<file path="src/design/iir_config.svh">
//////////////////////////////////////////////////
// Global width and size macros for the IIR chain
// Sample width, coefficient fraction bits and
// number of chained biquad sections
//////////////////////////////////////////////////

`ifndef IIR_CONFIG_SVH
`define IIR_CONFIG_SVH

// Width of samples and coefficients
`define IIR_N_BITS 16

// Fraction bits of the coefficients, 1.0 is 2**14
`define IIR_Q_BITS 14

// Number of second-order sections in the chain
`define IIR_N_SECTIONS 2

`endif

</file>
<file path="src/design/iir_pkg.sv">
//////////////////////////////////////////////////
// Shared types of the IIR filter chain
// Sample, coefficient and product vectors, the
// coefficient set and write structs, stage enum
//////////////////////////////////////////////////

`include "iir_config.svh"

package iir_pkg;

  // Section number width, at least one bit
  localparam int section_idx_bits =
    (`IIR_N_SECTIONS > 1) ? $clog2(`IIR_N_SECTIONS) : 1;

  typedef logic signed [`IIR_N_BITS-1:0]   sample_t;
  typedef logic signed [`IIR_N_BITS-1:0]   coef_t;
  // Full multiplier result before the Q slice
  typedef logic signed [2*`IIR_N_BITS-1:0] product_t;
  typedef logic [section_idx_bits-1:0]     section_idx_t;
  // 0 b0, 1 b1, 2 b2, 3 a1, 4 a2, rest unused
  typedef logic [2:0]                      coef_idx_t;

  // All five coefficients of one section
  typedef struct packed {
    coef_t b0;
    coef_t b1;
    coef_t b2;
    coef_t a1;
    coef_t a2;
  } coef_set_t;

  // One coefficient write from software
  typedef struct packed {
    section_idx_t section;
    coef_idx_t    index;
    coef_t        data;
  } coef_wr_t;

  // Stages of the time-shared multiply-accumulate
  typedef enum logic [2:0] {
    stage_idle,
    stage_b1,
    stage_b2,
    stage_a1,
    stage_a2,
    stage_out
  } biquad_stage_t;

endpackage

</file>
<file path="src/design/iir_coef_regs.sv">
//////////////////////////////////////////////////
// Coefficient register file of the IIR chain
// One coefficient set per section, written by a
// strobe with section, index and data
//////////////////////////////////////////////////

`timescale 1ns/1ps
`include "iir_config.svh"

module iir_coef_regs (
  input  logic                clk,
  input  logic                rst_n,
  // Write port from software
  input  logic                cfg_we,
  input  iir_pkg::coef_wr_t   cfg_wr,
  // Coefficient set of every section
  output iir_pkg::coef_set_t  coefs [`IIR_N_SECTIONS]
);

  import iir_pkg::*;

  // One bit per section addressed by the write
  logic [`IIR_N_SECTIONS-1:0] section_hit;
  // One-hot field select, b0 in bit 0 up to a2 in bit 4
  logic [4:0]                 field_we;

  //////////////////////////////////////////////////
  // Write decode
  //////////////////////////////////////////////////

  // Section match, numbers past the last section hit nothing
  always_comb begin
    section_hit = '0;
    for (int s = 0; s < `IIR_N_SECTIONS; s++) begin
      if (cfg_we && (cfg_wr.section == section_idx_t'(s))) begin
        section_hit[s] = 1'b1;
      end
    end
  end

  // Field select from the coefficient index
  always_comb begin
    field_we = '0;
    case (cfg_wr.index)
      3'd0: field_we[0] = 1'b1;
      3'd1: field_we[1] = 1'b1;
      3'd2: field_we[2] = 1'b1;
      3'd3: field_we[3] = 1'b1;
      3'd4: field_we[4] = 1'b1;
      // Indices 5 to 7 select no field
      default: field_we = '0;
    endcase
  end

  //////////////////////////////////////////////////
  // Register storage
  //////////////////////////////////////////////////

  // Visible on coefs one cycle after the strobe
  always_ff @(posedge clk or negedge rst_n) begin
    if (!rst_n) begin
      for (int s = 0; s < `IIR_N_SECTIONS; s++) begin
        coefs[s] <= '0;
      end
    end else begin
      for (int s = 0; s < `IIR_N_SECTIONS; s++) begin
        if (section_hit[s]) begin
          // Zeros
          if (field_we[0]) begin
            coefs[s].b0 <= cfg_wr.data;
          end
          if (field_we[1]) begin
            coefs[s].b1 <= cfg_wr.data;
          end
          if (field_we[2]) begin
            coefs[s].b2 <= cfg_wr.data;
          end
          // Poles
          if (field_we[3]) begin
            coefs[s].a1 <= cfg_wr.data;
          end
          if (field_we[4]) begin
            coefs[s].a2 <= cfg_wr.data;
          end
        end
      end
    end
  end

endmodule

</file>
<file path="src/design/iir_biquad_core.sv">
//////////////////////////////////////////////////
// Direct-Form I biquad section
// One shared multiplier stepped over six stages
//////////////////////////////////////////////////

`timescale 1ns/1ps
`include "iir_config.svh"

module iir_biquad_core (
  input  logic               clk,
  input  logic               rst_n,
  // Sample input with valid/ready
  input  iir_pkg::sample_t   x,
  input  logic               x_valid,
  output logic               x_ready,
  // Result with a one-cycle valid pulse
  output iir_pkg::sample_t   y,
  output logic               y_valid,
  // Coefficients of this section
  input  iir_pkg::coef_set_t coefs
);

  import iir_pkg::*;

  // Bits of the product kept after Q alignment
  localparam int slice_lo = `IIR_Q_BITS;
  localparam int slice_hi = `IIR_N_BITS + `IIR_Q_BITS - 1;

  biquad_stage_t stage;
  logic          accept;

  // Sample taken at accept, x[n-1], x[n-2] and y[n-2]
  // y itself serves as y[n-1]
  sample_t       x_lat;
  sample_t       x_d1;
  sample_t       x_d2;
  sample_t       y_d2;

  // Shared multiplier operands and registered product
  coef_t         mul_coef;
  sample_t       mul_data;
  product_t      product;
  sample_t       product_slice;
  // Wrapping N-bit running sum
  sample_t       acc;

  assign accept        = (stage == stage_idle) && x_valid && x_ready;
  assign product_slice = product[slice_hi:slice_lo];

  //////////////////////////////////////////////////
  // Multiplier operand select
  //////////////////////////////////////////////////

  always_comb begin
    // Idle feeds b0*x[n] so the product is ready at accept
    mul_coef = coefs.b0;
    mul_data = x;
    case (stage)
      stage_b1: begin
        mul_coef = coefs.b1;
        mul_data = x_d1;
      end
      stage_b2: begin
        mul_coef = coefs.b2;
        mul_data = x_d2;
      end
      stage_a1: begin
        mul_coef = coefs.a1;
        mul_data = y;
      end
      stage_a2: begin
        mul_coef = coefs.a2;
        mul_data = y_d2;
      end
      default: ;
    endcase
  end

  //////////////////////////////////////////////////
  // Stage control, delay lines and output
  //////////////////////////////////////////////////

  always_ff @(posedge clk or negedge rst_n) begin
    if (!rst_n) begin
      stage   <= stage_idle;
      x_ready <= 1'b0;
      y_valid <= 1'b0;
      y       <= '0;
      x_d1    <= '0;
      x_d2    <= '0;
      y_d2    <= '0;
    end else begin
      // Valid is a single-cycle pulse
      y_valid <= 1'b0;
      case (stage)
        stage_idle: begin
          // Ready rises one idle cycle after entry, drops on accept
          x_ready <= !accept;
          if (accept) begin
            stage <= stage_b1;
          end
        end
        stage_b1: stage <= stage_b2;
        stage_b2: stage <= stage_a1;
        stage_a1: stage <= stage_a2;
        stage_a2: stage <= stage_out;
        stage_out: begin
          stage   <= stage_idle;
          y_valid <= 1'b1;
          // Last term is -a2*y[n-2]
          y       <= acc - product_slice;
          // Shift both delay lines by one sample
          x_d1    <= x_lat;
          x_d2    <= x_d1;
          y_d2    <= y;
        end
        default: stage <= stage_idle;
      endcase
    end
  end

  //////////////////////////////////////////////////
  // Multiply-accumulate datapath
  //////////////////////////////////////////////////

  always_ff @(posedge clk) begin
    case (stage)
      stage_idle: begin
        if (accept) begin
          // Source may change x after this edge
          x_lat   <= x;
          product <= mul_coef * mul_data;
        end
      end
      stage_b1: begin
        // Start the sum with b0*x[n]
        acc     <= product_slice;
        product <= mul_coef * mul_data;
      end
      stage_b2, stage_a1: begin
        // Add b1*x[n-1], then b2*x[n-2]
        acc     <= acc + product_slice;
        product <= mul_coef * mul_data;
      end
      stage_a2: begin
        // Subtract a1*y[n-1]
        acc     <= acc - product_slice;
        product <= mul_coef * mul_data;
      end
      default: ;
    endcase
  end

endmodule

</file>
<file path="src/design/iir_filter_top.sv">
//////////////////////////////////////////////////
// IIR filter top level
// Coefficient registers and a chain of biquads
//////////////////////////////////////////////////

`timescale 1ns/1ps
`include "iir_config.svh"

module iir_filter_top (
  input  logic              clk,
  input  logic              rst_n,
  // Coefficient write strobe
  input  logic              cfg_we,
  input  iir_pkg::coef_wr_t cfg_wr,
  // Sample input with valid/ready
  input  iir_pkg::sample_t  x,
  input  logic              x_valid,
  output logic              x_ready,
  // Filtered output, valid pulse only
  output iir_pkg::sample_t  y,
  output logic              y_valid
);

  import iir_pkg::*;

  // Coefficient set per section
  coef_set_t sec_coefs   [`IIR_N_SECTIONS];
  // Chain links, element k feeds section k
  sample_t   chain_x     [`IIR_N_SECTIONS+1];
  logic      chain_valid [`IIR_N_SECTIONS+1];

  // Chain ends
  assign chain_x[0]     = x;
  assign chain_valid[0] = x_valid;
  assign y              = chain_x[`IIR_N_SECTIONS];
  assign y_valid        = chain_valid[`IIR_N_SECTIONS];

  iir_coef_regs u_coef_regs (
    .clk    (clk),
    .rst_n  (rst_n),
    .cfg_we (cfg_we),
    .cfg_wr (cfg_wr),
    .coefs  (sec_coefs)
  );

  //////////////////////////////////////////////////
  // Section chain
  //////////////////////////////////////////////////

  for (genvar k = 0; k < `IIR_N_SECTIONS; k++) begin : g_section
    if (k == 0) begin : g_first
      // Only the first section drives back-pressure to the source
      iir_biquad_core u_core (
        .clk     (clk),
        .rst_n   (rst_n),
        .x       (chain_x[k]),
        .x_valid (chain_valid[k]),
        .x_ready (x_ready),
        .y       (chain_x[k+1]),
        .y_valid (chain_valid[k+1]),
        .coefs   (sec_coefs[k])
      );
    end else begin : g_inner
      // Always idle when the upstream pulse arrives
      iir_biquad_core u_core (
        .clk     (clk),
        .rst_n   (rst_n),
        .x       (chain_x[k]),
        .x_valid (chain_valid[k]),
        .x_ready (),
        .y       (chain_x[k+1]),
        .y_valid (chain_valid[k+1]),
        .coefs   (sec_coefs[k])
      );
    end
  end

endmodule

</file>
<file path="config.mk">
export PLATFORM = sky130hd
export DESIGN_NAME = iir_filter_top
export DESIGN_NICKNAME = d
export VERILOG_FILES = /design/src/design/iir_pkg.sv /design/src/design/iir_coef_regs.sv /design/src/design/iir_biquad_core.sv /design/src/design/iir_filter_top.sv
export VERILOG_INCLUDE_DIRS = /design/src /design/src/design
export SDC_FILE = /design/constraint.sdc
export NUM_CORES = 2
export LEC_CHECK = 0
export ABC_AREA = 1
export ABC_CLOCK_PERIOD_IN_PS = 8100
export BUFFER_PORTS_ARGS = -buffer_cell sky130_fd_sc_hd__buf_2
export CORE_MARGIN = 5
export CORE_UTILIZATION = 50
export CTS_BUF_LIST = sky130_fd_sc_hd__clkbuf_16
export DETAILED_ROUTE_END_ITERATION = 16
export MAX_ROUTING_LAYER = met4
export PLACE_DENSITY_LB_ADDON = 0.25
export SLEW_MARGIN = 20
export SYNTH_ARGS = -nofsm -noshare
export SYNTH_HDL_FRONTEND = slang
export SYNTH_SLANG_ARGS = --single-unit
</file>
<file path="constraint.sdc">
create_clock -name clk -period 8.1 [get_ports clk]
set_clock_uncertainty 0.15 [all_clocks]
set_input_delay 0.405 -clock clk [delete_from_list [all_inputs] [get_ports clk]]
set_output_delay 0.405 -clock clk [all_outputs]
set_load 0.05 [all_outputs]
</file>
==> impl_results.md <==
* Grt total ovfl at 0
* Post-CTS Repair Setup Buffers at 0
* CTS H-tree depth at 2
* Flop-to-flop setup slack at between 0.3 and 0.4 ns
* Final ANT Viol Nets at 0
* Commonest non-fill, non-tap cell in the layout: nand2_1
* Min Hold Slack at about 0.13 ns
* #FFs+latches synth at 394
* Worst-path fanout max at 26
* Outcome: complete, no violations
* Req. time, crit path at 8.31 ns
* Initial core utilization at between 50% and 60%
* Area contributors post-synth: fa_1, dfrtp_1, nand2_1
* Post-synth EDFFs at 96
* Cells after Synth at 4797
* First-pass GRT wire length at 176000 µm
* Share of cells above drive strength 1 at 6.276%
* Io pins at 58
* Clock slew at reported path FFs at about 0.06 ns
* Slew HR at 34.50%
* Tcrit/Tclk final at a little over nine tenths
* Clock Path Buffers at 3
* Design Area, Final at 42510 µm²
* Commonest non-fill, non-tap cells in the layout: nand2_1, inv_1, fa_1, o21ai_0, dfrtp_1
* Total Nets Final at ~5.6k
* Arrival time at the worst endpoint at about 8.0 ns
* Hold_sp: cfg_wr[3]
* Unique masters post-synth at 56
* Post-place instance area at roughly 41000 µm²
* Final hold vios at 0
* Reg area at ~10000 µm²
* WL final at approximately 110000 µm
* Max-cap violations at 0
* Final WS setup at 0.3536 ns
* Fin. max-slew vios at 0
* Hold path depth at 3
* GR Util All Layers at a little over a quarter
* I/O Buffers at 57
* Die Ht at approximately 290 µm
* Full die area at 84110 µm²
* Initial DRC count at between 2k and 3k
* Routed vias/inst at 5.280
* Synthesized Nets at 5547
* R2R Path End: g_section[0].g_first.u_core.product[27]
* DR WL/cell at approximately 18 µm
* Async SR Flop Fraction at between 70% and 80%
* Setup CP Type: reg2reg
* Worst R2R Path Depth at 26
* Most area-hungry cell type in the Yosys netlist: fa_1
* Core Area at slightly below 80000 µm²
* Pin count of the biggest net entering global routing at 92
* DR DRC count at 0
* Multi-input gate area at about 24000 µm²
* Main synth FF type: dfrtp_1
* CTS tree: built
* Worst setup EP type: flop
* Worst Setup Start Kind: flop
* Share of the synthesized area in the top cell type at 25.43%
* Rows at around 100
* Placer Congestion at 0.9307
* Syn-to-layout area delta at 8.429%
* # setup viols final at 0
* Setup TNS at 0 ns
* Worst r2r src: g_section[0].g_first.u_core.stage[0]
* Highest clock rate at 129.1 MHz
* Avg Cell Area, Syn at 8.173 µm²
* CTS Buf Count at 46
* Vias after detailed routing at around 31k
* Worst-Skew Late Latency at 0.61 ns
* Dpl ws at 0.3572 ns
* RSZ-0062 raised after global routing: false
* Die X at 290.0 µm
* Initial antenna violation count at 3
* # fillers at 7325
* Netlist Area Pre-Place at around 40000 µm²
* Post-layout minimum cycle time at 7.746 ns
* Slew @ Worst Pin at about 1 ns
* Hold/Removal Path Class: in2reg
* Seq/Total Area, Yosys at 26.37%
* Worst Hold End: u_coef_regs.coefs[35]
* Number of global-route vias before repair at around 32k
* Clk sink count at 394
* DPL Wire Length at approximately 85000 µm
* CTS root buffer: clkbuf_16
* Yosys warning total at 0
* DR pass1 iterations at 5
## cells by family (layout without fill, tap and decap cells)
logic type	count (synthesis)	in the layout	synth area share (%)
and+or+nand+nor	1720	1720	17.83
buffers and inverters	1300	1379	13.02
adders and majority gates	710	710	32.20
AOI/OAI and AO/OA	614	614	9.268
DFF	394	394	26.37
xor gates and xnor gates	59	59	1.318
other	0	3	0
## routing by layer
metal | global-route usage [%] | wire length, µm
met3 | 2.707 | 5800
met1 | 32.90 | 43770
met4 | 11.62 | 5495
met5 | - | 0
met2 | 45.22 | 53660
## how the worst max path moves through the flow
| stage | from | end | slack, ns | depth (start not counted) |
|---|---|---|---|---|
| 2_1_floorplan | g_section[1].g_inner.u_core.stage[1] | g_section[1].g_inner.u_core.product[29] | 1.22 | 26 |
| 3_3_place_gp | g_section[1].g_inner.u_core.stage[1] | g_section[1].g_inner.u_core.product[29] | 0.37 | 29 |
| 3_5_place_dp | g_section[1].g_inner.u_core.stage[1] | g_section[1].g_inner.u_core.product[28] | 0.36 | 28 |
| 4_1_cts | g_section[1].g_inner.u_core.stage[1] | g_section[1].g_inner.u_core.product[28] | 0.35 | 28 |
| 5_1_grt | g_section[1].g_inner.u_core.stage[0] | g_section[1].g_inner.u_core.product[28] | 0.004 | 28 |
| 6_report | g_section[0].g_first.u_core.stage[0] | g_section[0].g_first.u_core.product[27] | 0.35 | 26 |
## critical path, stage by stage, from the launching register on
cell	delay, ns
dfrtp_1	0.44
buf_4	0.37
nand2_1	0.40
buf_4	0.27
o21ai_0	0.59
a221oi_1	0.11
nand2_1	0.12
buf_4	0.25
nand2_1	0.10
fa_1	0.47
fa_1	0.53
fa_1	0.51
inv_1	0.05
fa_1	0.50
fa_1	0.49
inv_1	0.06
fa_1	0.48
inv_1	0.04
ha_1	0.32
a21oi_1	0.29
inv_1	0.07
o21ai_0	0.26
a21oi_1	0.11
a211oi_1	0.30
nand2_1	0.09
nand2_1	0.06
nand2_1	0.04
## area by class of cell
type / count / share of cell area, %
clock inverter: 35 / 0.7241
clock buffer: 51 / 3.002
multi-input combinational: 3103 / 56.03
inverter: 1116 / 9.887
sequential: 394 / 24.33
timing repair inverter: 1 / 0.01766
tap: 1040 / 3.061
antenna: 3 / 0.01766
timing repair buffer: 176 / 2.935
## sequential cells by signal (all words and copies together) (netlist names), 3 cells and up
| name | cells |
|---|---|
| g_section.g_inner.u_core.acc | 16 |
| g_section.g_first.u_core.product | 16 |
| g_section.g_first.u_core.y_d2 | 16 |
| g_section.g_first.u_core.stage | 3 |
| g_section.g_inner.u_core.x_d2 | 16 |
| g_section.g_inner.u_core.y_d2 | 16 |
| g_section.g_first.u_core.x_lat | 16 |
| g_section.g_first.u_core.acc | 16 |
| u_coef_regs.coefs | 160 |
| g_section.g_inner.u_core.stage | 3 |
| g_section.g_first.u_core.x_d2 | 16 |
| g_section.g_first.u_core.y | 16 |
| g_section.g_inner.u_core.x_d1 | 16 |
| g_section.g_inner.u_core.product | 16 |
| g_section.g_inner.u_core.y | 16 |
| g_section.g_first.u_core.x_d1 | 16 |
| g_section.g_inner.u_core.x_lat | 16 |
## Yosys cell counts (3+ instances only)
| master | count |
|---|---|
| nor2_4 | 4 |
| nand2_1 | 1349 |
| edfxtp_1 | 96 |
| nand2_2 | 15 |
| nand2_4 | 6 |
| a21oi_1 | 110 |
| o21bai_1 | 10 |
| nand3b_1 | 6 |
| and3_1 | 4 |
| nor3_1 | 30 |
| a22o_1 | 12 |
| a211oi_1 | 4 |
| nand3_1 | 118 |
| nand4_1 | 43 |
| inv_2 | 8 |
| buf_1 | 3 |
| o21ai_1 | 4 |
| o22ai_1 | 13 |
| a2111oi_0 | 3 |
| o21a_1 | 8 |
| xnor2_1 | 18 |
| fa_1 | 498 |
| buf_4 | 20 |
| o211ai_1 | 14 |
| or2_2 | 7 |
| a221oi_2 | 6 |
| nor4_1 | 5 |
| a21o_1 | 9 |
| inv_1 | 1104 |
| a31oi_1 | 14 |
| o221ai_1 | 17 |
| ha_1 | 212 |
| clkbuf_1 | 91 |
| buf_6 | 8 |
| nand3_2 | 3 |
| nor2_1 | 123 |
| o21ai_0 | 331 |
| nor2_2 | 4 |
| xor2_1 | 41 |
| buf_2 | 62 |
| a221oi_1 | 42 |
| a32o_1 | 7 |
| dfrtp_1 | 298 |
## stage by stage
| step | util [%] | instances |
|---|---|---|
| floorplan | - | 4797 |
| global placement | 52.45 | 5812 |
| detailed placement | 52.45 | 5812 |
| CTS | 54.71 | 5915 |
| global route | 54.78 | 5918 |
| finish | 54.78 | 5919 |
## timing repair
action,in CTS,in global routing
hold buffers,17,0
gates resized for setup,0,10
setup endpoints to repair,0,15
hold endpoints to repair,104,0
Power is left out: the tool's default activity adds up to more than one toggle a clock period on the data nets, which glitch-free logic cannot reach.
